**config.mk**
```make
export PLATFORM = sky130hd
export DESIGN_NAME = acq_top
export DESIGN_NICKNAME = d
export VERILOG_FILES = /design/src/rtl/acq_pkg.sv /design/src/rtl/slope_adc.sv /design/src/rtl/acq_sequencer.sv /design/src/rtl/result_collector.sv /design/src/rtl/acq_regs.sv /design/src/rtl/acq_top.sv
export SDC_FILE = /design/constraint.sdc
export NUM_CORES = 1
export LEC_CHECK = 0
export BUFFER_PORTS_ARGS = -buffer_cell sky130_fd_sc_hd__buf_2
export CORE_ASPECT_RATIO = 1.1
export CORE_MARGIN = 8
export CORE_UTILIZATION = 57
export CTS_CLUSTER_DIAMETER = 80
export DETAILED_ROUTE_END_ITERATION = 10
export GPL_TIMING_DRIVEN = 0
export PLACE_DENSITY = 0.74
export SYNTH_ARGS = -nofsm -noshare
export SYNTH_HDL_FRONTEND = slang
export SYNTH_SLANG_ARGS = --single-unit
```
**constraint.sdc**
```tcl
create_clock -name clk -period 9.7 [get_ports clk]
set_input_delay 0 -clock clk [delete_from_list [all_inputs] [get_ports clk]]
set_output_delay 0 -clock clk [all_outputs]
set_load 0.02 [all_outputs]
```
**src/rtl/acq_pkg.sv**
```systemverilog
// sizes and register map for the acquisition subsystem; level codes and results share RES_W.

package acq_pkg;

  ////////////////////////////////////////
  // datapath sizes.
  ////////////////////////////////////////

  // number of converter channels in the generate loop.
  localparam int NUM_CH = 4;
  // result and level code width.
  localparam int RES_W = 16;
  // precharge pause counter width.
  localparam int CNT_W = 24;
  // fixed run-up length of every conversion.
  localparam int RUNUP_CYCLES = 8;
  // frame sequence number width, wraps silently.
  localparam int SEQ_W = 16;

  // frame buffer, depth must be a power of two.
  localparam int FIFO_DEPTH = 8;
  localparam int FIFO_AW = 3;

  ////////////////////////////////////////
  // host bus and register map.
  ////////////////////////////////////////

  localparam int WB_AW = 4;
  localparam int WB_DW = 32;

  // word addresses.
  localparam logic [WB_AW-1:0] REG_CTRL      = 4'd0;
  localparam logic [WB_AW-1:0] REG_PRECHARGE = 4'd1;
  localparam logic [WB_AW-1:0] REG_STATUS    = 4'd2;
  localparam logic [WB_AW-1:0] REG_FRAME     = 4'd3;
  // results of channel n sit at REG_RESULT0 + n.
  localparam logic [WB_AW-1:0] REG_RESULT0   = 4'd4;

  ////////////////////////////////////////
  // sequencer states.
  ////////////////////////////////////////

  typedef enum logic [2:0] {
    SEQ_PARK,
    SEQ_PRECHARGE,
    SEQ_WAIT_PRECHARGE,
    SEQ_WAIT_ACK,
    SEQ_WAIT_DONE
  } seq_state_t;

endpackage

```
**src/rtl/slope_adc.sv**
```systemverilog
// behavioural counting converter, not analog; result equals the sampled level code.
`timescale 1ns/1ns

module slope_adc
  import acq_pkg::*;
(
  input  logic             clk,
  input  logic             rst,
  input  logic             start,
  input  logic [RES_W-1:0] level,
  output logic             valid,
  output logic [RES_W-1:0] result
);

  typedef enum logic [1:0] {
    ADC_IDLE,
    ADC_RUNUP,
    ADC_RUNDOWN
  } adc_phase_t;

  adc_phase_t       phase;
  // shared phase counter.
  logic [RES_W-1:0] cnt;
  // level held for the whole conversion.
  logic [RES_W-1:0] level_q;

  always_ff @(posedge clk)
  begin
    if (phase == ADC_IDLE && start)
      level_q <= level;
  end

  always_ff @(posedge clk)
  begin
    if (rst)
    begin
      phase  <= ADC_IDLE;
      valid  <= 1'b1;
      result <= '0;
      cnt    <= '0;
    end
    else
    begin
      case (phase)
        // dropping valid is the trigger ack.
        ADC_IDLE:
        begin
          if (start)
          begin
            valid <= 1'b0;
            cnt   <= '0;
            phase <= ADC_RUNUP;
          end
        end

        // fixed length integrate.
        ADC_RUNUP:
        begin
          if (cnt == RES_W'(RUNUP_CYCLES - 1))
          begin
            cnt   <= '0;
            phase <= ADC_RUNDOWN;
          end
          else
            cnt <= cnt + 1'b1;
        end

        // counts up to the held level.
        ADC_RUNDOWN:
        begin
          if (cnt == level_q)
          begin
            result <= level_q;
            valid  <= 1'b1;
            phase  <= ADC_IDLE;
          end
          else
            cnt <= cnt + 1'b1;
        end

        default:
          phase <= ADC_IDLE;
      endcase
    end
  end

  // valid is held low across the whole conversion.
  busy_not_valid : assert property (@(posedge clk) disable iff (rst)
    (phase != ADC_IDLE) |-> !valid);

endmodule

```
**src/rtl/acq_sequencer.sv**
```systemverilog
// comes out of reset parked; run is sampled raw, so the host must hold it for two clocks.
`timescale 1ns/1ns

module acq_sequencer
  import acq_pkg::*;
(
  input  logic             clk,
  input  logic             rst,
  input  logic             run,
  input  logic [CNT_W-1:0] precharge_cycles,
  input  logic             measure_valid,
  output logic             measure_trig,
  output logic             led,
  output seq_state_t       state
);

  // old and new sample of run.
  logic [1:0]       run_edge;
  // precharge pause down counter.
  logic [CNT_W-1:0] count;

  always_ff @(posedge clk)
  begin
    if (rst)
    begin
      state        <= SEQ_PARK;
      measure_trig <= 1'b0;
      led          <= 1'b0;
      run_edge     <= 2'b00;
      count        <= '0;
    end
    else
    begin
      run_edge <= {run_edge[0], run};

      case (state)
        ////////////////////////////////////////
        // one cycle, loads the pause and blinks.
        ////////////////////////////////////////
        SEQ_PRECHARGE:
        begin
          state <= SEQ_WAIT_PRECHARGE;
          count <= precharge_cycles;
          // alternate samples keep the blink visible at fast rates.
          led   <= ~led;
        end

        // pause lasts precharge_cycles+1 cycles.
        SEQ_WAIT_PRECHARGE:
        begin
          if (count == '0)
          begin
            measure_trig <= 1'b1;
            state        <= SEQ_WAIT_ACK;
          end
          else
          begin
            count <= count - 1'b1;
          end
        end

        ////////////////////////////////////////
        // trigger handshake with the channels.
        ////////////////////////////////////////
        // channels ack by dropping valid.
        SEQ_WAIT_ACK:
        begin
          if (!measure_valid)
          begin
            measure_trig <= 1'b0;
            state        <= SEQ_WAIT_DONE;
          end
        end

        // rising valid marks the end of conversion.
        SEQ_WAIT_DONE:
        begin
          if (measure_valid)
            state <= SEQ_PRECHARGE;
        end

        // parked, nothing to do until run rises.
        SEQ_PARK:
          measure_trig <= 1'b0;

        default:
          state <= SEQ_PARK;
      endcase

      // start and park are edge driven and win over any state.
      if (run_edge == 2'b01)
      begin
        state        <= SEQ_PRECHARGE;
        measure_trig <= 1'b0;
      end
      else if (run_edge == 2'b10)
      begin
        state        <= SEQ_PARK;
        measure_trig <= 1'b0;
      end
    end
  end

  // a park entered from any active state leaves the trigger low.
  park_drops_trig : assert property (@(posedge clk) disable iff (rst)
    (state == SEQ_PARK) && ($past(state) != SEQ_PARK) |=> !measure_trig);

endmodule

```
**src/rtl/result_collector.sv**
```systemverilog
// frames arriving while the buffer is full are dropped but still use a sequence number.
`timescale 1ns/1ns

module result_collector
  import acq_pkg::*;
(
  input  logic                    clk,
  input  logic                    rst,
  input  logic [NUM_CH-1:0]       ch_valid,
  input  logic [NUM_CH*RES_W-1:0] ch_results,
  input  logic                    pop,
  input  logic                    clr_ovf,
  output logic                    measure_valid,
  output logic                    avail,
  output logic [FIFO_AW:0]        fill_count,
  output logic                    overflow,
  output logic [SEQ_W-1:0]        head_seq,
  output logic [NUM_CH*RES_W-1:0] head_results
);

  logic                    all_valid;
  logic                    push;
  logic                    push_ok;
  logic                    pop_ok;
  logic                    full;
  logic [SEQ_W-1:0]        seq_cnt;
  logic [FIFO_AW-1:0]      wr_ptr;
  logic [FIFO_AW-1:0]      rd_ptr;
  logic [SEQ_W-1:0]        seq_mem [FIFO_DEPTH];
  logic [NUM_CH*RES_W-1:0] res_mem [FIFO_DEPTH];

  ////////////////////////////////////////
  // completion detect.
  ////////////////////////////////////////

  assign all_valid = &ch_valid;
  // the last channel to finish completes the frame.
  assign push      = all_valid && !measure_valid;

  assign full    = (fill_count == (FIFO_AW + 1)'(FIFO_DEPTH));
  assign avail   = (fill_count != '0);
  assign push_ok = push && !full;
  // pops on an empty buffer fall away here.
  assign pop_ok  = pop && avail;

  ////////////////////////////////////////
  // buffer control.
  ////////////////////////////////////////

  always_ff @(posedge clk)
  begin
    if (rst)
    begin
      // channels come out of reset valid, so no spurious frame.
      measure_valid <= 1'b1;
      seq_cnt       <= '0;
      wr_ptr        <= '0;
      rd_ptr        <= '0;
      fill_count    <= '0;
      overflow      <= 1'b0;
    end
    else
    begin
      measure_valid <= all_valid;
      if (push)
        seq_cnt <= seq_cnt + 1'b1;
      if (push_ok)
        wr_ptr <= wr_ptr + 1'b1;
      if (pop_ok)
        rd_ptr <= rd_ptr + 1'b1;
      if (push_ok && !pop_ok)
        fill_count <= fill_count + 1'b1;
      else if (pop_ok && !push_ok)
        fill_count <= fill_count - 1'b1;
      // a new drop beats a clear in the same cycle.
      if (push && full)
        overflow <= 1'b1;
      else if (clr_ovf)
        overflow <= 1'b0;
    end
  end

  always_ff @(posedge clk)
  begin
    if (push_ok)
    begin
      seq_mem[wr_ptr] <= seq_cnt;
      res_mem[wr_ptr] <= ch_results;
    end
  end

  // head reads as zero when nothing is queued.
  assign head_seq     = avail ? seq_mem[rd_ptr] : '0;
  assign head_results = avail ? res_mem[rd_ptr] : '0;

  no_write_when_full : assert property (@(posedge clk) disable iff (rst)
    full |=> $stable(wr_ptr));

  // a frame landing in the same cycle may still raise the fill count.
  empty_pop_ignored : assert property (@(posedge clk) disable iff (rst)
    (pop && !avail && !push) |=> $stable(rd_ptr) && $stable(fill_count));

endmodule

```
**src/rtl/acq_regs.sv**
```systemverilog
// wishbone classic slave, one wait state per access; no burst or error support.
`timescale 1ns/1ns

module acq_regs
  import acq_pkg::*;
(
  input  logic                    clk,
  input  logic                    rst,
  input  logic                    wb_cyc,
  input  logic                    wb_stb,
  input  logic                    wb_we,
  input  logic [WB_AW-1:0]        wb_adr,
  input  logic [WB_DW-1:0]        wb_dat_w,
  output logic [WB_DW-1:0]        wb_dat_r,
  output logic                    wb_ack,
  output logic                    run,
  output logic [CNT_W-1:0]        precharge_cycles,
  output logic                    pop,
  output logic                    clr_ovf,
  input  logic                    avail,
  input  logic [FIFO_AW:0]        fill_count,
  input  logic                    overflow,
  input  logic [SEQ_W-1:0]        head_seq,
  input  logic [NUM_CH*RES_W-1:0] head_results
);

  logic             access;
  logic             wr_en;
  logic [WB_DW-1:0] rd_data;

  // a new access is seen only while ack is low.
  assign access = wb_cyc && wb_stb && !wb_ack;
  assign wr_en  = access && wb_we;

  ////////////////////////////////////////
  // write side.
  ////////////////////////////////////////

  // pulses land on the ack edge, so the next access sees the new head.
  assign pop     = wr_en && (wb_adr == REG_FRAME);
  // any value written to status clears overflow.
  assign clr_ovf = wr_en && (wb_adr == REG_STATUS);

  always_ff @(posedge clk)
  begin
    if (rst)
    begin
      wb_ack           <= 1'b0;
      run              <= 1'b0;
      precharge_cycles <= '0;
    end
    else
    begin
      wb_ack <= access;
      if (wr_en)
      begin
        case (wb_adr)
          REG_CTRL:
            run <= wb_dat_w[0];
          REG_PRECHARGE:
            precharge_cycles <= wb_dat_w[CNT_W-1:0];
          default:
            ;
        endcase
      end
    end
  end

  ////////////////////////////////////////
  // read side.
  ////////////////////////////////////////

  always_comb
  begin
    rd_data = '0;
    case (wb_adr)
      REG_CTRL:
        rd_data[0] = run;
      REG_PRECHARGE:
        rd_data[CNT_W-1:0] = precharge_cycles;
      REG_STATUS:
      begin
        rd_data[0]                 = avail;
        rd_data[1]                 = overflow;
        rd_data[8 +: FIFO_AW + 1] = fill_count;
      end
      REG_FRAME:
        rd_data[SEQ_W-1:0] = head_seq;
      default:
      begin
        // result window, one word per channel.
        for (int ch = 0; ch < NUM_CH; ch++)
        begin
          if (wb_adr == REG_RESULT0 + WB_AW'(ch))
            rd_data[RES_W-1:0] = head_results[ch*RES_W +: RES_W];
        end
      end
    endcase
  end

  // read data is captured on the ack edge and held while ack is high.
  always_ff @(posedge clk)
  begin
    if (access)
      wb_dat_r <= rd_data;
  end

  single_cycle_ack : assert property (@(posedge clk) disable iff (rst)
    wb_ack |=> !wb_ack);

endmodule

```
**src/rtl/acq_top.sv**
```systemverilog
// all channels share one trigger; level codes must stay stable while a conversion runs.
`timescale 1ns/1ns

module acq_top
  import acq_pkg::*;
(
  input  logic                    clk,
  input  logic                    rst,
  input  logic                    wb_cyc,
  input  logic                    wb_stb,
  input  logic                    wb_we,
  input  logic [WB_AW-1:0]        wb_adr,
  input  logic [WB_DW-1:0]        wb_dat_w,
  output logic [WB_DW-1:0]        wb_dat_r,
  output logic                    wb_ack,
  input  logic [NUM_CH*RES_W-1:0] levels,
  output logic                    led,
  output logic [1:0]              monitor
);

  logic                    run;
  logic [CNT_W-1:0]        precharge_cycles;
  logic                    pop;
  logic                    clr_ovf;
  logic                    measure_trig;
  logic                    measure_valid;
  seq_state_t              seq_state;
  logic [NUM_CH-1:0]       ch_valid;
  logic [NUM_CH*RES_W-1:0] ch_results;
  logic                    avail;
  logic [FIFO_AW:0]        fill_count;
  logic                    overflow;
  logic [SEQ_W-1:0]        head_seq;
  logic [NUM_CH*RES_W-1:0] head_results;

  acq_regs u_regs (
    .clk(clk), .rst(rst), .wb_cyc(wb_cyc), .wb_stb(wb_stb), .wb_we(wb_we),
    .wb_adr(wb_adr), .wb_dat_w(wb_dat_w), .wb_dat_r(wb_dat_r), .wb_ack(wb_ack),
    .run(run), .precharge_cycles(precharge_cycles), .pop(pop), .clr_ovf(clr_ovf),
    .avail(avail), .fill_count(fill_count), .overflow(overflow),
    .head_seq(head_seq), .head_results(head_results)
  );

  acq_sequencer u_seq (
    .clk(clk), .rst(rst), .run(run), .precharge_cycles(precharge_cycles),
    .measure_valid(measure_valid), .measure_trig(measure_trig), .led(led),
    .state(seq_state)
  );

  ////////////////////////////////////////
  // converter channels, channel 0 low.
  ////////////////////////////////////////
  for (genvar i = 0; i < NUM_CH; i++)
  begin : g_ch
    slope_adc u_adc (
      .clk(clk), .rst(rst), .start(measure_trig),
      .level(levels[i*RES_W +: RES_W]),
      .valid(ch_valid[i]), .result(ch_results[i*RES_W +: RES_W])
    );
  end

  result_collector u_coll (
    .clk(clk), .rst(rst), .ch_valid(ch_valid), .ch_results(ch_results),
    .pop(pop), .clr_ovf(clr_ovf), .measure_valid(measure_valid), .avail(avail),
    .fill_count(fill_count), .overflow(overflow), .head_seq(head_seq),
    .head_results(head_results)
  );

  // scope pins, trigger and joined valid.
  assign monitor = {measure_valid, measure_trig};

  // the trigger is only ever up while the sequencer waits for the ack.
  trig_only_in_ack : assert property (@(posedge clk) disable iff (rst)
    measure_trig |-> (seq_state == SEQ_WAIT_ACK));

endmodule

```
==> flow_metrics.env <==
export IMPL_status="finished clean"
export IMPL_grt_pass1_wl_um=178000
export IMPL_cts_buffer_depth=3
export IMPL_synth_top_area_cell="edfxtp_1"
export IMPL_setup_viol=0
export IMPL_crit_fanout=11
export IMPL_start_util_pct=57.4
export IMPL_holdWs_ps=53.7
export IMPL_drtIter0Drc=3674
export IMPL_peakVddDrop_mv=0.129
export IMPL_ys_top_cells_by_count="edfxtp_1 (728), dfxtp_1 (228), nand2_1 (183)"
export IMPL_synth_ff_type="edfxtp_1"
export IMPL_tns_ps=0
export IMPL_async_reset_ff_share_pct=0
export IMPL_synth_area_um2=40300
export IMPL_viasPerCell=6.63
export IMPL_synthMuxAreaShare_pct=10.1
export IMPL_io_buffers=122
export IMPL_synth_edf_count=728
export IMPL_tightestPinTransition_ps=1330
export IMPL_num_vias=27900
export IMPL_cts_buffers_inserted=92
export IMPL_drv_slew=0
export IMPL_crit_arrival_ps=4560
export IMPL_synthXorXnorAreaFrac_pct=1.89
export IMPL_antenna_found_initial=5
export IMPL_period_share_pct=43.4
export IMPL_power_mw=8.61
export IMPL_hold_viol=0
export IMPL_powerDensity_nw_per_um2=184
export IMPL_dp_hpwl_um=84100
export IMPL_cp_buffers_inverters=3
export IMPL_die_x_um=269
export IMPL_grt_overflow_total=0
export IMPL_clock_latency_ps=660
export IMPL_drc=0
export IMPL_core_um2=70200
export IMPL_yosys_register_bits=956
export IMPL_fin_worst_skew_ps=34.8
export IMPL_nets=3330
export IMPL_cts_tree="done"
export IMPL_clock_root_buffer="clkbuf_16"
export IMPL_htree_levels=3
export IMPL_cts_clk_slew_worst_paths_ps=60
export IMPL_worstSetupPathType="register to register"
export IMPL_dpl_instance_area_um2=43000
export IMPL_worstSetupStartpointType="register"
export IMPL_gp_congestion=0.926
export IMPL_first_global_vias=27600
export IMPL_syn_inst=2817
export IMPL_cts_resized=0
export IMPL_synth_compound_area_share_pct=8.83
export IMPL_hold_class="input port to register"
export IMPL_yosys_area_share_simple_pct=9.77
export IMPL_wl_per_cell_um=28.6
export IMPL_yosysTopAreaCellShare_pct=54.3
export IMPL_yosys_top_cells_area="edfxtp_1 (54%), dfxtp_1 (11%), mux4_2 (9.0%), a21oi_1 (2.2%), nand2_1 (1.7%)"
export IMPL_drt_pass1_iterations=6
export IMPL_max_stage_delay_ps=990
export IMPL_grt_max_degree=28
export IMPL_max_freq_mhz=237
export IMPL_synth_most_common_cell="edfxtp_1"
export IMPL_crit_chain="nand4_1 -> a211oi_1 -> nand2b_1 -> nor3b_2 -> buf_6 -> buf_6 -> buf_8"
export IMPL_finish_utilization_pct=66.8
export IMPL_p_leak_nw=15.4
export IMPL_ioPinCount=141
export IMPL_yosysWarnings=0
export IMPL_dieHeight_um=295
export IMPL_row_count=102
export IMPL_drive_above_1_share_pct=17.9
export IMPL_syn_area_per_cell_um2=14.3
export IMPL_clkSinkCount=956
export IMPL_drtAntennaViolNets=0
export IMPL_fillers=4822
export IMPL_wl_um=121000
export IMPL_crit_path_top_delay_cell="nor3b_2"
export IMPL_area_growth_syn_to_layout_pct=16.5
export IMPL_grt_usage_pct=29.7
export IMPL_cp_end_kind="register"
export IMPL_postLayoutCellArea_um2=46900
export IMPL_cap_violations=0
export IMPL_synthAdderAreaFrac_pct=0.982
export IMPL_synthDistinctLibCells=95
export IMPL_synth_seq_area_share_pct=65.6
export IMPL_path_common_cell="buf_6"
export IMPL_die_area_um2=79400
export IMPL_slew_headroom_pct=10.8
export IMPL_cp_required_ps=10050
export IMPL_rsz0062_at_grt="false"
export IMPL_critical_path_top_delay_family="simple AND/OR/NAND/NOR gates"
export IMPL_min_period_ps=4210
export IMPL_synth_top_family_by_area="multiplexers"
[placed cells by master (no fill, tap or decap), types with 12 or more instances in the layout]
cell           count
o21ai_1           12
buf_6             44
xor2_1            74
o21ai_0           93
o211ai_1          35
a21oi_1          173
or3_1             13
xnor2_1           13
dlygate4sd3_1     92
nand2_1          183
ha_1              30
a22oi_1           25
mux2i_1           47
clkbuf_1         165
nor4_1            50
dfxtp_1          228
nor2b_1           31
nor2_1            93
nor3_1            30
buf_2            172
inv_1             37
clkinv_1          17
buf_8             14
o2111ai_1         14
mux4_2           160
nand4_1           66
nand3_1          136
or4_1             12
a32oi_1           16
edfxtp_1         728
clkinv_2          14
buf_4             14
and4_1            13
and2_1            25
clkbuf_16         93
a221oi_1          12
and3_1            29
a31oi_1           26
[where the power goes]
part / total, mW / switching (mW) / internal (mW)
Clock: 3.62 / 1.57 / 2.05
Sequential: 4.43 / 0.0292 / 4.41
Combinational: 0.556 / 0.368 / 0.188
Total: 8.61 / 1.96 / 6.65
[worst paths after layout]
kind / startpoint / to / slack [ps] / cells after the start
max: g_ch[3].u_adc.valid / u_coll.res_mem[4][27] / 5490 / 7
min: levels[14] / g_ch[0].u_adc.level_q[14] / 50 / 2
max reg2reg: g_ch[3].u_adc.valid / u_coll.res_mem[4][27] / 5490 / 7
min reg2reg: u_regs.precharge_cycles[0] / u_regs.precharge_cycles[0] / 460 / 2
[flip-flops by register name, indices dropped and copies added, names as in the netlist, 24 cells and up, named ones only]
| register | flops |
|---|---|
| u_coll.res_mem | 512 |
| u_coll.seq_mem | 128 |
| g_ch.u_adc.cnt | 64 |
| g_ch.u_adc.level_q | 64 |
| g_ch.u_adc.result | 64 |
| u_regs.precharge_cycles | 24 |
| u_regs.wb_dat_r | 24 |
| u_seq.count | 24 |
[logic make-up after synthesis]
logic type | Yosys count
XOR/XNOR | 87
other | 1
adder cells (fa/ha/maj) | 31
flip-flops | 956
AND/OR/NAND/NOR | 743
buffers and inverters | 259
AO/OA/AOI/OAI | 533
multiplexers | 207
[cell type report]
| type | instances | area, µm² | area share (%) |
|---|---|---|---|
| Sequential cell | 956 | 26400 | 56.3 |
| Multi-Input combinational cell | 1609 | 12800 | 27.3 |
| Clock buffer | 125 | 2540 | 5.41 |
| Timing Repair Buffer | 276 | 2380 | 5.08 |
| Tap cell | 936 | 1170 | 2.50 |
| Buffer | 219 | 961 | 2.05 |
| Clock inverter | 45 | 465 | 0.993 |
| Inverter | 40 | 150 | 0.320 |
| Antenna cell | 4 | 10.0 | 0.0213 |
[per-stage QoR]
stage | std cells | setup WS (ps)
6_report | 4210 | 5490
4_1_cts | 4206 | 5530
2_1_floorplan | 2824 | 1880
5_1_grt | 4208 | 5320
3_5_place_dp | 3944 | 5600
3_3_place_gp | 3882 | -4340
[metal layers]
metal / wire [µm] / part of all wire (%) / global-route usage (%)
met1: 46000 / 38 / 38.6
met2: 57900 / 48 / 49.2
met3: 10500 / 8.7 / 4.66
met4: 6200 / 5.1 / 14.2
met5: 0 / 0 / 0
[repair_timing]
item / CTS / global route
setup buffers: 0 / 0
hold buffers: 92 / 0
hold endpoints to repair: 94 / 0
No activity file was read; power rests on OpenSTA's default activity.
